==> src/hw/gpu_issue_pkg.sv <==
package gpu_issue_pkg;

    ////////////////////////////////////////////////////////////////////////////
    // sizes
    ////////////////////////////////////////////////////////////////////////////
    localparam int NUM_WARPS = 8;
    localparam int WARP_W    = 3;  // log2 of NUM_WARPS
    localparam int SCB_DEPTH = 4;  // pending entries per warp
    localparam int SCB_ID_W  = 2;
    localparam int REG_W     = 5;

    ////////////////////////////////////////////////////////////////////////////
    // decoded instruction and bus types
    ////////////////////////////////////////////////////////////////////////////
    typedef enum logic [1:0] {
        OP_ALU    = 2'd0,
        OP_BRANCH = 2'd1,
        OP_LOAD   = 2'd2,  // completes through replay path
        OP_STORE  = 2'd3   // freed by store replay alone
    } op_class_e;

    typedef struct packed {
        op_class_e        op;
        logic             src1_valid;
        logic [REG_W-1:0] src1;
        logic             src2_valid;
        logic [REG_W-1:0] src2;
        logic             dst_valid;
        logic [REG_W-1:0] dst;
    } instr_t;  // 20 bits

    typedef struct packed {
        logic                valid;
        logic [WARP_W-1:0]   warp;
        logic [SCB_ID_W-1:0] scb_id;  // needed later to clear the entry
        instr_t              instr;
    } issue_t;  // 26 bits

    // branch bus from ALU and write bus from CDB
    typedef struct packed {
        logic                valid;
        logic [WARP_W-1:0]   warp;
        logic [SCB_ID_W-1:0] scb_id;
    } clear_t;

    typedef struct packed {
        logic                valid;
        logic [WARP_W-1:0]   warp;
        logic [SCB_ID_W-1:0] scb_id;
        logic                is_store;  // 0 means load
    } replay_t;

endpackage

==> src/hw/warp_ibuffer.sv <==
module warp_ibuffer (
    input  logic                                     clk,
    input  logic                                     rst,
    input  logic                                     fill_valid,  // strobe from decode
    input  logic [gpu_issue_pkg::WARP_W-1:0]         fill_warp,
    input  gpu_issue_pkg::instr_t                    fill_instr,
    input  logic [gpu_issue_pkg::NUM_WARPS-1:0]      grant,       // one-hot or zero
    output logic [gpu_issue_pkg::NUM_WARPS-1:0]      ib_valid,
    output logic [gpu_issue_pkg::NUM_WARPS-1:0]      ib_ready,    // slot empty
    output gpu_issue_pkg::instr_t                    ib_instr [gpu_issue_pkg::NUM_WARPS]
);

    logic [gpu_issue_pkg::NUM_WARPS-1:0] slot_vld_q;
    logic [gpu_issue_pkg::NUM_WARPS-1:0] fill_hit;   // decoded fill target
    gpu_issue_pkg::instr_t               slot_q [gpu_issue_pkg::NUM_WARPS];

    // decode fill warp into a per-slot write strobe
    always_comb begin
        fill_hit = '0;
        if (fill_valid) begin
            fill_hit[fill_warp] = 1'b1;
        end
    end

    ////////////////////////////////////////////////////////////////////////////
    // slot state
    ////////////////////////////////////////////////////////////////////////////
    always_ff @(posedge clk or negedge rst) begin
        if (!rst) begin
            slot_vld_q <= '0;
        end else begin
            // grant empties, fill sets
            slot_vld_q <= (slot_vld_q & ~grant) | fill_hit;
        end
    end

    // instruction payload, written only on fill
    always_ff @(posedge clk) begin
        for (int w = 0; w < gpu_issue_pkg::NUM_WARPS; w++) begin
            if (fill_hit[w]) begin
                slot_q[w] <= fill_instr;
            end
        end
    end

    assign ib_valid = slot_vld_q;
    assign ib_ready = ~slot_vld_q;  // falls at the fill edge
    assign ib_instr = slot_q;

    // decode must wait for ib_ready before it drops the next one in
    a_fill_to_empty: assert property (@(posedge clk) disable iff (!rst)
        fill_valid |-> !slot_vld_q[fill_warp]);

endmodule

==> src/hw/scoreboard_warp.sv <==
module scoreboard_warp (
    input  logic                                 clk,
    input  logic                                 rst,
    input  logic                                 alloc,         // grant for this warp
    input  gpu_issue_pkg::instr_t                instr,         // held instr of the warp
    input  logic                                 replay_valid,
    input  logic [gpu_issue_pkg::SCB_ID_W-1:0]   replay_id,
    input  logic                                 replay_store,
    input  logic                                 br_clear_valid,
    input  logic [gpu_issue_pkg::SCB_ID_W-1:0]   br_clear_id,
    input  logic                                 wr_clear_valid,
    input  logic [gpu_issue_pkg::SCB_ID_W-1:0]   wr_clear_id,
    output logic                                 full,
    output logic                                 dependent,
    output logic [gpu_issue_pkg::SCB_ID_W-1:0]   next_id
);

    localparam int DEPTH = gpu_issue_pkg::SCB_DEPTH;

    // pending entry payload
    logic [gpu_issue_pkg::REG_W-1:0] src1_q [DEPTH];
    logic [gpu_issue_pkg::REG_W-1:0] src2_q [DEPTH];
    logic [gpu_issue_pkg::REG_W-1:0] dst_q  [DEPTH];
    logic [DEPTH-1:0]                src1_vld_q;
    logic [DEPTH-1:0]                src2_vld_q;
    logic [DEPTH-1:0]                dst_vld_q;

    logic [DEPTH-1:0] busy_q;
    logic [DEPTH-1:0] complete_q;  // low while a load/store waits on replay
    logic [DEPTH-1:0] busy_clr;    // busy with this cycle's clears applied
    logic [DEPTH-1:0] dep_vec;
    logic             is_mem;

    assign is_mem = (instr.op == gpu_issue_pkg::OP_LOAD) ||
                    (instr.op == gpu_issue_pkg::OP_STORE);

    ////////////////////////////////////////////////////////////////////////////
    // same-cycle clears
    ////////////////////////////////////////////////////////////////////////////
    always_comb begin
        busy_clr = busy_q;
        if (replay_valid && replay_store) begin
            busy_clr[replay_id] = 1'b0;           // stores never see the CDB
        end
        if (wr_clear_valid && complete_q[wr_clear_id]) begin
            busy_clr[wr_clear_id] = 1'b0;         // early load writeback ignored
        end
        if (br_clear_valid) begin
            busy_clr[br_clear_id] = 1'b0;
        end
    end

    assign full = &busy_clr;

    // lowest free entry, scan down so index 0 wins
    always_comb begin
        next_id = '0;
        for (int i = DEPTH - 1; i >= 0; i--) begin
            if (!busy_clr[i]) begin
                next_id = gpu_issue_pkg::SCB_ID_W'(i);
            end
        end
    end

    ////////////////////////////////////////////////////////////////////////////
    // hazard check against surviving entries
    ////////////////////////////////////////////////////////////////////////////
    always_comb begin
        for (int i = 0; i < DEPTH; i++) begin
            dep_vec[i] = busy_clr[i] && (
                // raw
                (instr.src1_valid && dst_vld_q[i] && instr.src1 == dst_q[i]) ||
                (instr.src2_valid && dst_vld_q[i] && instr.src2 == dst_q[i]) ||
                // waw
                (instr.dst_valid && dst_vld_q[i] && instr.dst == dst_q[i]) ||
                // war
                (instr.dst_valid && src1_vld_q[i] && instr.dst == src1_q[i]) ||
                (instr.dst_valid && src2_vld_q[i] && instr.dst == src2_q[i]));
        end
    end

    assign dependent = |dep_vec;

    always_ff @(posedge clk or negedge rst) begin
        if (!rst) begin
            busy_q     <= '0;
            complete_q <= '0;
        end else begin
            busy_q <= busy_clr;
            if (replay_valid) begin
                complete_q[replay_id] <= 1'b1;  // cdb clear honored from next cycle
            end
            if (alloc) begin
                busy_q[next_id]     <= 1'b1;
                complete_q[next_id] <= !is_mem;  // alloc wins over a same-id replay
            end
        end
    end

    always_ff @(posedge clk) begin
        if (alloc) begin
            src1_q[next_id]     <= instr.src1;
            src2_q[next_id]     <= instr.src2;
            dst_q[next_id]      <= instr.dst;
            src1_vld_q[next_id] <= instr.src1_valid;
            src2_vld_q[next_id] <= instr.src2_valid;
            dst_vld_q[next_id]  <= instr.dst_valid;
        end
    end

    // issue_ctrl must hold off a warp whose scoreboard is full
    a_no_alloc_full: assert property (@(posedge clk) disable iff (!rst)
        alloc |-> !full);

    // frees and completions only ever target entries issued earlier
    a_clear_busy: assert property (@(posedge clk) disable iff (!rst)
        (replay_valid -> busy_q[replay_id]) &&
        (br_clear_valid -> busy_q[br_clear_id]) &&
        (wr_clear_valid -> busy_q[wr_clear_id]));

endmodule

==> src/hw/scoreboard.sv <==
module scoreboard (
    input  logic                                 clk,
    input  logic                                 rst,
    input  logic [gpu_issue_pkg::NUM_WARPS-1:0]  grant,
    input  gpu_issue_pkg::instr_t                ib_instr [gpu_issue_pkg::NUM_WARPS],
    input  gpu_issue_pkg::clear_t                alu_clear,  // branch frees
    input  gpu_issue_pkg::clear_t                cdb_clear,  // register writeback
    input  gpu_issue_pkg::replay_t               replay,
    output logic [gpu_issue_pkg::NUM_WARPS-1:0]  full,
    output logic [gpu_issue_pkg::NUM_WARPS-1:0]  dependent,
    output logic [gpu_issue_pkg::SCB_ID_W-1:0]   next_id [gpu_issue_pkg::NUM_WARPS]
);

    logic [gpu_issue_pkg::NUM_WARPS-1:0] br_sel;   // per-warp strobes
    logic [gpu_issue_pkg::NUM_WARPS-1:0] wr_sel;
    logic [gpu_issue_pkg::NUM_WARPS-1:0] rp_sel;

    ////////////////////////////////////////////////////////////////////////////
    // demux shared buses by warp id
    ////////////////////////////////////////////////////////////////////////////
    always_comb begin
        br_sel = '0;
        wr_sel = '0;
        rp_sel = '0;
        br_sel[alu_clear.warp] = alu_clear.valid;
        wr_sel[cdb_clear.warp] = cdb_clear.valid;
        rp_sel[replay.warp]    = replay.valid;
    end

    // one scoreboard per warp, entry ids shared across all of them
    for (genvar w = 0; w < gpu_issue_pkg::NUM_WARPS; w++) begin : g_warp
        scoreboard_warp u_scb (
            .clk            (clk),
            .rst            (rst),
            .alloc          (grant[w]),
            .instr          (ib_instr[w]),
            .replay_valid   (rp_sel[w]),
            .replay_id      (replay.scb_id),
            .replay_store   (replay.is_store),
            .br_clear_valid (br_sel[w]),
            .br_clear_id    (alu_clear.scb_id),
            .wr_clear_valid (wr_sel[w]),
            .wr_clear_id    (cdb_clear.scb_id),
            .full           (full[w]),
            .dependent      (dependent[w]),
            .next_id        (next_id[w])
        );
    end

endmodule

==> src/hw/issue_ctrl.sv <==
module issue_ctrl (
    input  logic                                 clk,
    input  logic                                 rst,
    input  logic [gpu_issue_pkg::NUM_WARPS-1:0]  ib_valid,
    input  gpu_issue_pkg::instr_t                ib_instr [gpu_issue_pkg::NUM_WARPS],
    input  logic [gpu_issue_pkg::NUM_WARPS-1:0]  full,
    input  logic [gpu_issue_pkg::NUM_WARPS-1:0]  dependent,
    input  logic [gpu_issue_pkg::SCB_ID_W-1:0]   next_id [gpu_issue_pkg::NUM_WARPS],
    output logic [gpu_issue_pkg::NUM_WARPS-1:0]  grant,
    output gpu_issue_pkg::issue_t                issue_out
);

    logic [gpu_issue_pkg::NUM_WARPS-1:0] eligible;
    logic [gpu_issue_pkg::WARP_W-1:0]    rr_ptr_q;   // warp after last grant
    logic [gpu_issue_pkg::WARP_W-1:0]    sel_warp;
    logic                                sel_any;

    // registered issue output
    logic                                issue_vld_q;
    logic [gpu_issue_pkg::WARP_W-1:0]    issue_warp_q;
    logic [gpu_issue_pkg::SCB_ID_W-1:0]  issue_id_q;
    gpu_issue_pkg::instr_t               issue_instr_q;

    assign eligible = ib_valid & ~full & ~dependent;

    ////////////////////////////////////////////////////////////////////////////
    // round robin pick of the first eligible warp at or after the pointer
    ////////////////////////////////////////////////////////////////////////////
    always_comb begin
        logic [gpu_issue_pkg::WARP_W-1:0] idx;
        sel_warp = '0;
        sel_any  = 1'b0;
        grant    = '0;
        for (int k = 0; k < gpu_issue_pkg::NUM_WARPS; k++) begin
            idx = rr_ptr_q + gpu_issue_pkg::WARP_W'(k);  // wraps at NUM_WARPS
            if (!sel_any && eligible[idx]) begin
                sel_any  = 1'b1;
                sel_warp = idx;
            end
        end
        if (sel_any) begin
            grant[sel_warp] = 1'b1;
        end
    end

    always_ff @(posedge clk or negedge rst) begin
        if (!rst) begin
            rr_ptr_q    <= '0;
            issue_vld_q <= 1'b0;
        end else begin
            issue_vld_q <= sel_any;  // single-cycle pulse per grant
            if (sel_any) begin
                rr_ptr_q <= sel_warp + 1'b1;
            end
        end
    end

    always_ff @(posedge clk) begin
        if (sel_any) begin
            issue_warp_q  <= sel_warp;
            issue_id_q    <= next_id[sel_warp];  // same id the scoreboard takes
            issue_instr_q <= ib_instr[sel_warp];
        end
    end

    assign issue_out = '{valid: issue_vld_q, warp: issue_warp_q,
                         scb_id: issue_id_q, instr: issue_instr_q};

    a_grant_onehot: assert property (@(posedge clk) disable iff (!rst)
        $onehot0(grant));

endmodule

==> src/hw/issue_top.sv <==
module issue_top (
    input  logic                                 clk,
    input  logic                                 rst,
    input  logic                                 fill_valid,
    input  logic [gpu_issue_pkg::WARP_W-1:0]     fill_warp,
    input  gpu_issue_pkg::instr_t                fill_instr,
    output logic [gpu_issue_pkg::NUM_WARPS-1:0]  ib_ready,
    input  gpu_issue_pkg::clear_t                alu_clear,
    input  gpu_issue_pkg::clear_t                cdb_clear,
    input  gpu_issue_pkg::replay_t               replay,
    output gpu_issue_pkg::issue_t                issue_out
);

    ////////////////////////////////////////////////////////////////////////////
    // internal nets
    ////////////////////////////////////////////////////////////////////////////
    logic [gpu_issue_pkg::NUM_WARPS-1:0] ib_valid;
    gpu_issue_pkg::instr_t               ib_instr [gpu_issue_pkg::NUM_WARPS];
    logic [gpu_issue_pkg::NUM_WARPS-1:0] full;
    logic [gpu_issue_pkg::NUM_WARPS-1:0] dependent;
    logic [gpu_issue_pkg::SCB_ID_W-1:0]  next_id [gpu_issue_pkg::NUM_WARPS];
    logic [gpu_issue_pkg::NUM_WARPS-1:0] grant;   // to buffers and scoreboards

    warp_ibuffer u_ibuf (
        .clk        (clk),
        .rst        (rst),
        .fill_valid (fill_valid),
        .fill_warp  (fill_warp),
        .fill_instr (fill_instr),
        .grant      (grant),
        .ib_valid   (ib_valid),
        .ib_ready   (ib_ready),
        .ib_instr   (ib_instr)
    );

    scoreboard u_scb (
        .clk       (clk),
        .rst       (rst),
        .grant     (grant),
        .ib_instr  (ib_instr),
        .alu_clear (alu_clear),
        .cdb_clear (cdb_clear),
        .replay    (replay),
        .full      (full),
        .dependent (dependent),
        .next_id   (next_id)
    );

    issue_ctrl u_ctrl (
        .clk       (clk),
        .rst       (rst),
        .ib_valid  (ib_valid),
        .ib_instr  (ib_instr),
        .full      (full),
        .dependent (dependent),
        .next_id   (next_id),
        .grant     (grant),
        .issue_out (issue_out)
    );

endmodule

==> config.mk <==
export PLATFORM = sky130hd
export DESIGN_NAME = issue_top
export DESIGN_NICKNAME = d
export VERILOG_FILES = /design/src/hw/gpu_issue_pkg.sv /design/src/hw/warp_ibuffer.sv /design/src/hw/scoreboard_warp.sv /design/src/hw/scoreboard.sv /design/src/hw/issue_ctrl.sv /design/src/hw/issue_top.sv
export SDC_FILE = /design/constraint.sdc
export NUM_CORES = 1
export LEC_CHECK = 0
export BUFFER_PORTS_ARGS = -buffer_cell sky130_fd_sc_hd__clkbuf_2
export CORE_ASPECT_RATIO = 1.75
export CORE_MARGIN = 1
export CORE_UTILIZATION = 50
export DETAILED_ROUTE_END_ITERATION = 7
export GPL_TIMING_DRIVEN = 0
export PLACE_DENSITY = 0.63
export SLEW_MARGIN = 5
export SYNTH_ARGS = -nofsm -noshare
export SYNTH_HDL_FRONTEND = slang
export SYNTH_SLANG_ARGS = --single-unit
==> constraint.sdc <==
create_clock -name clk -period 10.5 [get_ports clk]
set_input_delay 1.575 -clock clk [delete_from_list [all_inputs] [get_ports clk]]
set_output_delay 1.575 -clock clk [all_outputs]
set_load 0.05 [all_outputs]
# Yosys cells after proc, flatten, opt, wreduce, memory -nomap -nowiden
# Memory sizes are Yosys's and may differ from the RTL's.
# Index checks and enable logic that the tools add are counted.
# classes
addsub	8
n_reduce_logical	558
n_eq_ne	176
n_mux	216
bitwise_logic	55
n_lt_le_gt_ge	41
# ops
op	count
$eq 5x5->1	160
$logic_and 1x1->1	391
$mux 4	48
$logic_or 1x1->1	136
$bwmux 4	32
$and 4x4->4	24
$mux 2	34
$or 4x4->4	16
$bmux 20 s3	1
$mux 1	56
$lt 3x4->1 const B	13
$and 8x8->8	6
$mux 20	2
$lt 2x3->1 const B	11
$eq 2x2->1 const B	16
$not 8->8	4
$reduce_and 4->1	8
$reduce_or 4->1	8
$bmux 1 s3	8
$mux 3	8
$demux 1 s2	11
$ge 2x1->1 const B	11
$bmux 1 s2	8
$mux 8	2
11 further kinds	40
# totals
wordCells	1186
out_inout_bits	34
mem_bits_rw	480
memories	24
regBits	357
# mem_list
memory	depth	width	read_ports	rd_ports_with_merged_regs	wr	line	source
u_scb.g_warp[0].u_scb.dst_q	4	5	4	0	1	scoreboard_warp.sv:23	logic [gpu_issue_pkg::REG_W-1:0] dst_q [DEPTH];
u_scb.g_warp[0].u_scb.src1_q	4	5	4	0	1	scoreboard_warp.sv:21	logic [gpu_issue_pkg::REG_W-1:0] src1_q [DEPTH];
u_scb.g_warp[0].u_scb.src2_q	4	5	4	0	1	scoreboard_warp.sv:22	logic [gpu_issue_pkg::REG_W-1:0] src2_q [DEPTH];
u_scb.g_warp[1].u_scb.dst_q	4	5	4	0	1	scoreboard_warp.sv:23	
u_scb.g_warp[1].u_scb.src1_q	4	5	4	0	1	scoreboard_warp.sv:21	
u_scb.g_warp[1].u_scb.src2_q	4	5	4	0	1	scoreboard_warp.sv:22	
+18 memories	-	-	-	-	-	-	

# Depth between registers and ports, before layout
# Gate-level depths: netlist (run 1).
# logic_depth
depth_word	47
ltp_mapped	21
ltp_nobuf	16

# By module
# A second synthesis (run 1) with hierarchy kept.
# hier_totals
hier_cells	3041
hier_area_um2	41320.9
# modules_own_cells
mod	cells_each	area_per_inst_um2	seq_area_each_um2	n_inst
scoreboard_warp at u_scb.g_warp[1].u_scb ...	285	3960.0	2362.3	7
warp_ibuffer	198	5177.5	5004.8	1
issue_ctrl	541	4204.0	850.8	1
scoreboard_warp at u_scb.g_warp[0].u_scb	283	3930.0	2362.3	1
scoreboard	24	289.0	0.0	1

# Worst setup path after synthesis (run 1)
# OpenSTA, ideal clock, no wires.
# synth_timing
path_kind	in2reg
start	input port cdb_clear[0] (netlist bit)
end	memory u_scb.g_warp[4].u_scb.dst_q[3][0] (netlist bit) (enable)
t_required_ps	10052
path_stages	15
arrival_ps	7320
path_slack_ps	2732
cell_sequence	buf_4 -> mux4_2 -> and2_1 -> a221o_2 -> a41oi_1 -> a221oi_1 -> nand4_1 -> mux4_2 -> a222oi_1 -> nor3b_2 -> nand3_1 -> nor2_1 -> inv_1 -> nand2_1 -> nor4_1
# synth_lines
item	line	source
start: declaration	issue_top.sv:9	input gpu_issue_pkg::clear_t cdb_clear,
$lt 2x3->1 (not written as such) or $ge 2x1->1 (tied branches)	scoreboard_warp.sv:46	busy_clr[wr_clear_id] = 1'b0;
$logic_and 1x1->1 (not written as such)	scoreboard_warp.sv:46	
$mux 1 (not written as such)	scoreboard_warp.sv:46	
$demux 1 s2	scoreboard_warp.sv:46	
$not 4->4 (no source line)	-	
$and 4x4->4 (no source line)	-	
$mux 4	scoreboard_warp.sv:45	if (wr_clear_valid && complete_q[wr_clear_id]) begin
$and 4x4->4 (no source line)	-	
[... 25 more ...]	-	
$mux 1	issue_ctrl.sv:36	if (!sel_any && eligible[idx]) begin
$logic_not 1->1	issue_ctrl.sv:36	
$logic_and 1x1->1	issue_ctrl.sv:36	
$mux 1 *	issue_ctrl.sv:36	
net u_ctrl.sel_any	issue_ctrl.sv:16	logic sel_any;
$mux 8 *	issue_ctrl.sv:41	if (sel_any) begin
$mux 1 *	scoreboard_warp.sv:101	if (alloc) begin
$mux 1 (not written as such) *	scoreboard_warp.sv:104	dst_q[next_id] <= instr.dst;
end: declaration	scoreboard_warp.sv:23	
# The timed path passes the listed nets; every way through them passes the cells marked *. The select of a mux whose other input is x is not followed.

# Worst setup path after layout (run 1)
# layout_timing
start	input port replay[2] (netlist bit)
end	memory u_scb.g_warp[0].u_scb.src1_q[1][3] (netlist bit) (enable)
# layout_lines
item	line	source
start: declaration	issue_top.sv:10	input gpu_issue_pkg::replay_t replay,
$lt 2x3->1 (not written as such) or $ge 2x1->1 (tied branches)	scoreboard_warp.sv:43	busy_clr[replay_id] = 1'b0;
$logic_and 1x1->1 (not written as such)	scoreboard_warp.sv:43	
$mux 1 (not written as such)	scoreboard_warp.sv:43	
$demux 1 s2 *	scoreboard_warp.sv:43	
$not 4->4 (no source line) *	-	
$and 4x4->4 (no source line)	-	
$mux 4	scoreboard_warp.sv:42	if (replay_valid && replay_store) begin
$and 4x4->4 (no source line)	-	
[... 27 more ...]	-	
$mux 1	issue_ctrl.sv:36	
$logic_not 1->1	issue_ctrl.sv:36	
$logic_and 1x1->1	issue_ctrl.sv:36	
$mux 1 *	issue_ctrl.sv:36	
net u_ctrl.sel_any	issue_ctrl.sv:16	
$mux 8 *	issue_ctrl.sv:41	
$mux 1 *	scoreboard_warp.sv:101	
$mux 1 (not written as such) *	scoreboard_warp.sv:102	src1_q[next_id] <= instr.src1;
end: declaration	scoreboard_warp.sv:21	
# Marked as above.

==> out/results.ini, run 1 <==
[yosys]
synth-main-ff-cell = edfxtp_1
async_flop_share_pct = 9.08
synth_cell_types = 91
synth_edf_count = 761
synthCells = 2953
syn_area_per_cell_um2 = 13.6
syn-cell-area_mm2 = 0.0402
yosys_warnings = 0
seq_area_frac_synth_pct = 61.6
syn_nets = 3001
ys_ff_latch = 837

[critical_path]
end_kind = flop
rrSetupSlack_ns = 2.92
worstPathArrival_ns = 8.65
crit_type = input pin to flop
crit_fanout = 29
cp-start-kind = input pin
worstPathRequired_ns = 10.81

[placement]
dp_hpwl_um = 96500
portBuffers = 76
dp_slack_ns = 0.596
gp_congestion = 1.05

[detailed_routing]
wl_per_cell_um = 30.9
drt-total-wl_um = 131000
vias = 26100
drtIter0Drc = 2431
vias_per_cell = 6.14
drc = 0
drtPass1Iterations = 7
ant_nets = 0

[sta]
fmax_mhz = 120
setup_slack_ns = 2.16
fin_tns_setup_ns = 0
finalCritPeriodShare_pct = 79.4
slew_viol_final = 0
finalSetupViolCount = 0
hold_viol_final = 0
rsz0062_at_grt = false
clock_skew_ns = 0.0340
slew_headroom_pct = 26.5
tightest_slew_ns = 1.10
fin_crit_ns = 8.34

[power]
vdd_drop_max_mv = 0.234
leakagePower_nw = 14.9
p_int_mw = 8.54
combPwrFrac_pct = 42.9
power.switching_mw = 6.09
p_sw_share_pct = 41.6
seq_power_share_pct = 36.8
pwr-share-clk_pct = 20.3
power.density_mw_per_mm2 = 326

[clocking]
cts_num_sinks = 837
ctsHoldBuffers = 0
cts-resized-gates = 0
htreeDepth = 3
cts.path.max_buffers = 3
cts_tree = built
post-cts-setup-buffer-count = 0
cts_made_buffers = 78
clk_latency_ns = 0.69
clkTransAtPathRegs_ns = 0.07
cts-root-buf = clkbuf_16

[grt]
grt_pass1_wl_um = 187000
grt_max_degree = 50
grt_use_total_pct = 32.3
antenna_found_initial = 6
grt-ovfl-total = 0
grt_pass1_vias = 26900

[finish]
n_fill_cell = 6557
drive_above_1_share_pct = 12.4
multi_input_area_mm2 = 0.0145
regArea_mm2 = 0.0248
utilization_pct = 56.5
syn2layout_area_growth_pct = 11.8
antenna_cells = 0
nets = 3184

[outcome]
outcome = complete, no violations

[worst_hold_path]
hold_path_class = flop to flop

[floorplanning]
chipWidth_um = 216
dieArea_mm2 = 0.0815
placementRows = 137
start_util_pct = 50.5
core_mm2 = 0.0795
die_y_um = 377
ioPinCount = 79

[run]
cap_violations = 0

worst max-delay path, stage by stage:
cell	delay [ns]
clkbuf_1	0.34
and2_0	0.18
clkbuf_1	0.33
clkbuf_1	0.78
a21oi_1	0.32
a31oi_1	0.28
nand4b_1	0.49
mux2_2	0.54
a222oi_1	0.60
nor3b_2	0.16
nand3_1	0.24
nor2_1	0.21
inv_2	0.64
nand2_1	0.65
or4_4	0.69
inv_1	0.57
layout by cell type (no fill, tap or decap), types with 9 or more instances in the layout:
cell       Yosys  final
a211o_1       10     10
xor2_1       418    418
edfxtp_1     761    761
o21ai_0       38     38
clkbuf_2       0     75
dfrtp_1       76     76
xnor2_1      386    386
nand4_1      181    181
bufinv_16      0     11
a21o_1        12     12
buf_8          0     10
o22ai_1       31     31
a221oi_1      28     28
o211ai_1       9      9
o221ai_1       9      9
nand2b_1      17     17
inv_1         27     26
mux2i_1       79     79
nand3_1       93     93
nor4_1       108    106
nor2_1        70     61
or2_2         15     15
clkbuf_16      0     79
buf_2         51     51
mux2_2        50     50
and3_1         9      9
a21oi_1       67     67
clkbuf_1     144    160
o22a_1        19     19
clkinv_1       2     20
buf_4         13     23
nand2_1       55     55
registers in the layout, summed over array words and instances (netlist names):
name                           flops
u_scb.g_warp.u_scb.src2_q        160
u_scb.g_warp.u_scb.complete_q     32
u_scb.g_warp.u_scb.src2_vld_q     32
u_ctrl.issue_out                  20
u_ibuf.ib_valid                    8
u_scb.g_warp.u_scb.src1_q        160
u_scb.g_warp.u_scb.dst_q         160
u_scb.g_warp.u_scb.busy_q         32
u_scb.g_warp.u_scb.dst_vld_q      32
u_ctrl.rr_ptr_q                    3
u_ibuf.ib_instr                  160
u_ctrl.issue_warp_q                3
u_ctrl.issue_id_q                  2
u_ctrl.issue_vld_q                 1
u_scb.g_warp.u_scb.src1_vld_q     32
Yosys cell counts (6+ instances only):
| master | n | area [um2] |
|---|---|---|
| or2_2 | 15 | 93.8 |
| nor4_1 | 108 | 676 |
| xnor2_1 | 386 | 3380 |
| nand3_1 | 93 | 465 |
| nor3_1 | 12 | 60.1 |
| o22a_1 | 19 | 166 |
| o221ai_1 | 9 | 78.8 |
| and3_1 | 9 | 56.3 |
| a31oi_1 | 6 | 37.5 |
| a211oi_1 | 7 | 52.6 |
| o22ai_1 | 31 | 194 |
| nand2_1 | 55 | 206 |
| xor2_1 | 418 | 3660 |
| mux2_2 | 50 | 563 |
| nor2_1 | 70 | 263 |
| o211ai_1 | 9 | 67.6 |
| a22oi_1 | 6 | 45.0 |
| a41oi_1 | 6 | 52.6 |
| clkbuf_1 | 144 | 541 |
| a221oi_1 | 28 | 245 |
| a21o_1 | 12 | 90.1 |
| mux4_2 | 6 | 135 |
| nand4b_1 | 6 | 52.6 |
| a211o_1 | 10 | 87.6 |
| o21ai_0 | 38 | 190 |
| nand4_1 | 181 | 1130 |
| nand2b_1 | 17 | 106 |
| inv_1 | 27 | 101 |
| and4b_1 | 7 | 70.1 |
| buf_4 | 13 | 97.6 |
| o21bai_1 | 7 | 52.6 |
| mux2i_1 | 79 | 791 |
| a21oi_1 | 67 | 335 |
| dfrtp_1 | 76 | 1900 |
| buf_2 | 51 | 255 |
| and4_1 | 8 | 70.1 |
| edfxtp_1 | 761 | 22900 |
final cells by class:
| cell class | count | share of cell area (%) |
|---|---|---|
| sequential | 837 | 55.1 |
| multi-input combinational | 1872 | 32.3 |
| clock buffer | 95 | 4.53 |
| tap | 1042 | 2.90 |
| buffer | 213 | 2.03 |
| timing repair buffer | 103 | 1.60 |
| clock inverter | 50 | 1.30 |
| inverter | 31 | 0.259 |
kinds of logic after synthesis:
logic type                 after synthesis  synth area share [%]
AOI/OAI and AO/OA                      297                  5.21
xor gates and xnor gates               804                  17.5
adders and majority gates                3                0.0935
buffers and inverters                  244                  2.56
DFF                                    837                  61.6
muxes                                  135                  3.71
and+or+nand+nor                        633                  9.26
metal layers:
metal / wire length (um) / global-route usage [%] / up-vias
li1: - / - / 11400
met1: 47700 / 37.4 / 13200
met2: 67800 / 57.2 / 1160
met3: 8100 / 4.76 / 334
met4: 7540 / 17.9 / 2
met5: 13 / 0 / -
per-stage QoR:
| step | power, mW | hold slack (ns) | cell area (um2) | instances |
|---|---|---|---|---|
| detailed placement | 11.5 | 0.474 | 42300 | 4098 |
| CTS | 14.5 | 0.488 | 44900 | 4243 |
| global placement | 11.3 | 0.462 | 41900 | 4071 |
| floorplan | 9.17 | 0.450 | 40200 | 2953 |
| global route | 15.1 | 0.506 | 44900 | 4243 |
| finish | 14.6 | 0.488 | 44900 | 4243 |
power by group through the flow:
stage | Combinational, mW | Sequential (mW) | Clock [mW]
final | 6.27 | 5.38 | 2.97
after global routing | 6.56 | 5.45 | 3.11
after CTS | 6.16 | 5.37 | 3.00
after detailed placement | 6.11 | 5.44 | 0
after global placement | 5.92 | 5.42 | 0
after floorplan | 3.72 | 5.45 | 0
final timing paths:
path                                                startpoint                                           end  cells after the start
worst min-delay path              u_ibuf.ib_valid[3]$_DFF_PN0_                  u_ibuf.ib_valid[3]$_DFF_PN0_                      1
worst max-delay path                                 replay[2]  u_scb.g_warp[0].u_scb.src1_q[1][3]$_DFFE_PP_                     16
worst min register to register    u_ibuf.ib_valid[3]$_DFF_PN0_                  u_ibuf.ib_valid[3]$_DFF_PN0_                      1
min in group asynchronous                                  rst                  u_ibuf.ib_valid[5]$_DFF_PN0_                      1
worst max register to register  u_ctrl.rr_ptr_q[0]$_DFFE_PN0N_  u_scb.g_warp[0].u_scb.src1_q[1][3]$_DFFE_PP_                     15
max in group asynchronous                                  rst     u_scb.g_warp[7].u_scb.busy_q[1]$_DFF_PN0_                      2
Power figures use the tool's default switching activity.
==> inputs of run 2 (changes only) <==
clock period = 8 ns   (was 10.5 ns; I/O delays follow)
==> out/results.ini, run 2 (same netlist as run 1, synthesis figures left out) <==
[sta]
fin_crit_ns = 7.95
rsz0062_at_grt = false  ; unchanged
fmax_mhz = 126
finalSetupViolCount = 0  ; unchanged
slew_headroom_pct = 27.1  ; was 26.5%
slew_viol_final = 0  ; unchanged
tightest_slew_ns = 1.09  ; was 1.10 ns
hold_viol_final = 0  ; unchanged
clock_skew_ns = 0.0320  ; was 0.0340 ns
finalCritPeriodShare_pct = 99.3

[floorplanning]
core_mm2 = 0.0795  ; unchanged
start_util_pct = 50.5  ; unchanged
placementRows = 137  ; unchanged
dieArea_mm2 = 0.0815  ; unchanged
ioPinCount = 79  ; unchanged
chipWidth_um = 216  ; unchanged
die_y_um = 377  ; unchanged

[detailed_routing]
wl_met2_um = 67600  ; was 67800 um
wl_per_cell_um = 31.0  ; was 30.9 um
route.met3.wl_um = 7810  ; was 8100 um
drtPass1Iterations = 5  ; was 7
drt-total-wl_um = 131000  ; about the same
drc = 0  ; unchanged
drt-met1-wl_um = 48200  ; was 47700 um
vias = 26200  ; was 26100
vias_per_cell = 6.17  ; was 6.14
drtIter0Drc = 2318  ; was 2431
top_layer = met5  ; unchanged
ant_nets = 0  ; unchanged

[critical_path]
crit_start = replay[2]  ; unchanged
rrSetupSlack_ns = 0.60  ; was 2.92 ns
crit_fanout = 10  ; was 29
end_kind = flop  ; unchanged
worstPathRequired_ns = 8.37  ; was 10.81 ns
crit_type = input pin to flop  ; unchanged
worstPathArrival_ns = 8.31  ; was 8.65 ns
r2r_start = u_ctrl.rr_ptr_q[0]$_DFFE_PN0N_  ; unchanged
cp-start-kind = input pin  ; unchanged

[finish]
layout_common_cells = 761 x edfxtp_1, 418 x xor2_1, 386 x xnor2_1  ; unchanged
final-instance-count-excl-fill = 4245  ; was 4243
nets = 3185  ; was 3184
final_common_cell = edfxtp_1  ; unchanged
regArea_mm2 = 0.0248  ; unchanged
drive_above_1_share_pct = 12.6  ; was 12.4%
syn2layout_area_growth_pct = 11.9  ; was 11.8%
multi_input_area_mm2 = 0.0145  ; about the same
design_area_mm2 = 0.0450  ; was 0.0449 mm2
n_fill_cell = 6559  ; was 6557

[grt]
grt_max_degree = 50  ; unchanged
antenna_found_initial = 6  ; unchanged
grt_use_total_pct = 32.3  ; about the same
grt_pass1_vias = 26900  ; about the same
grt-ovfl-total = 0  ; unchanged
grt_pass1_wl_um = 187000  ; about the same

[clocking]
clk_latency_ns = 0.70  ; was 0.69 ns
cts.path.max_buffers = 3  ; unchanged
htreeDepth = 3  ; unchanged
cts_made_buffers = 78  ; unchanged
cts-root-buf = clkbuf_16  ; unchanged
clkTransAtPathRegs_ns = 0.07  ; about the same
cts_tree = built  ; unchanged
cts_num_sinks = 837  ; unchanged

[power]
vdd_drop_max_mv = 0.316  ; was 0.234 mV
power.density_mw_per_mm2 = 428  ; was 326 mW/mm2
leakagePower_nw = 14.9  ; about the same

[placement]
placed_cells_incl_taps = 4098  ; unchanged
placed_area_mm2 = 0.0423  ; unchanged
portBuffers = 76  ; unchanged
dp_hpwl_um = 96500  ; unchanged
gp_congestion = 1.05  ; unchanged

[worst_hold_path]
hold_path_class = flop to flop  ; unchanged
hp-start = u_ibuf.ib_valid[3]$_DFF_PN0_  ; unchanged

[run]
cap_violations = 0  ; unchanged

[outcome]
outcome = complete, no violations  ; unchanged

[run 2: cell type report]
cell class / instances / area share [%]
Multi-Input combinational cell: 1872 / 32.3
Inverter: 31 / 0.267
Tap cell: 1042 / 2.90
Timing Repair Buffer: 103 / 1.60
Antenna cell: 1 / 0.00557
Timing Repair inverter: 1 / 0.0111
Sequential cell: 837 / 55.1
Clock buffer: 95 / 4.53
Buffer: 213 / 2.04
Clock inverter: 50 / 1.30
[run 2: final timing paths]
check	endpoint	cells after the start
worst max-delay path	u_ctrl.issue_out[1]$_DFFE_PN_	19
worst min-delay path	u_ibuf.ib_valid[3]$_DFF_PN0_	1
worst max register to register	u_ctrl.issue_out[1]$_DFFE_PN_	18
worst min register to register	u_ibuf.ib_valid[3]$_DFF_PN0_	1
max in group asynchronous	u_scb.g_warp[7].u_scb.busy_q[1]$_DFF_PN0_	2
min in group asynchronous	u_ibuf.ib_valid[5]$_DFF_PN0_	1
[run 2: critical path: stages]
cell and delay [ns]:
clkbuf_1 0.34, and2_0 0.18, clkbuf_1 0.33, clkdlybuf4s15_1 0.79, a21oi_1 0.31, a31oi_1 0.28
nand4b_1 0.49, a21oi_1 0.49, o22ai_1 0.24, nor4_1 0.68, o32ai_1 0.18, a2111oi_2 0.57
o22ai_4 0.27, inv_2 0.22, or2_1 0.14, buf_2 0.30, buf_2 0.31, o22ai_1 0.21
a221oi_1 0.76
[run 2: repair_timing]
action                                  4_1_cts  5_1_grt
hold buffers                                  0        0
endpoints found under the setup margin      286      189
resized for setup                             2       10
setup buffers                                 0        0
gates cloned                                  0        1
[run 2: stage by stage]
step	util, %	total power, mW	TNS, ns	hold slack, ns	setup WS (ns)
after floorplan	-	12.0	0	0.450	0.607
after global placement	52.6	14.9	-733.62	0.462	-3.66
after detailed placement	53.2	15.2	-397.82	0.474	-1.53
after CTS	56.5	19.1	0	0.488	0.195
after global routing	56.5	19.9	0	0.506	0.0550
final	56.5	19.3	0	0.490	0.0542
[run 2: layer usage]
layer | vias to the layer above | GRT usage (%)
met4 | 2 | 18.2
met2 | 1160 | 57.0
met3 | 355 | 4.72
li1 | 11400 | -
met1 | 13300 | 37.4
met5 | - | 0
[run 2: where the power goes]
part	total, mW	internal (mW)	switching, mW	leakage, nW
Clock	3.91	2.19	1.72	1.25
Combinational	8.29	2.69	5.60	5.91
Sequential	7.06	6.34	0.721	7.76
Total	19.3	11.2	8.04	14.9
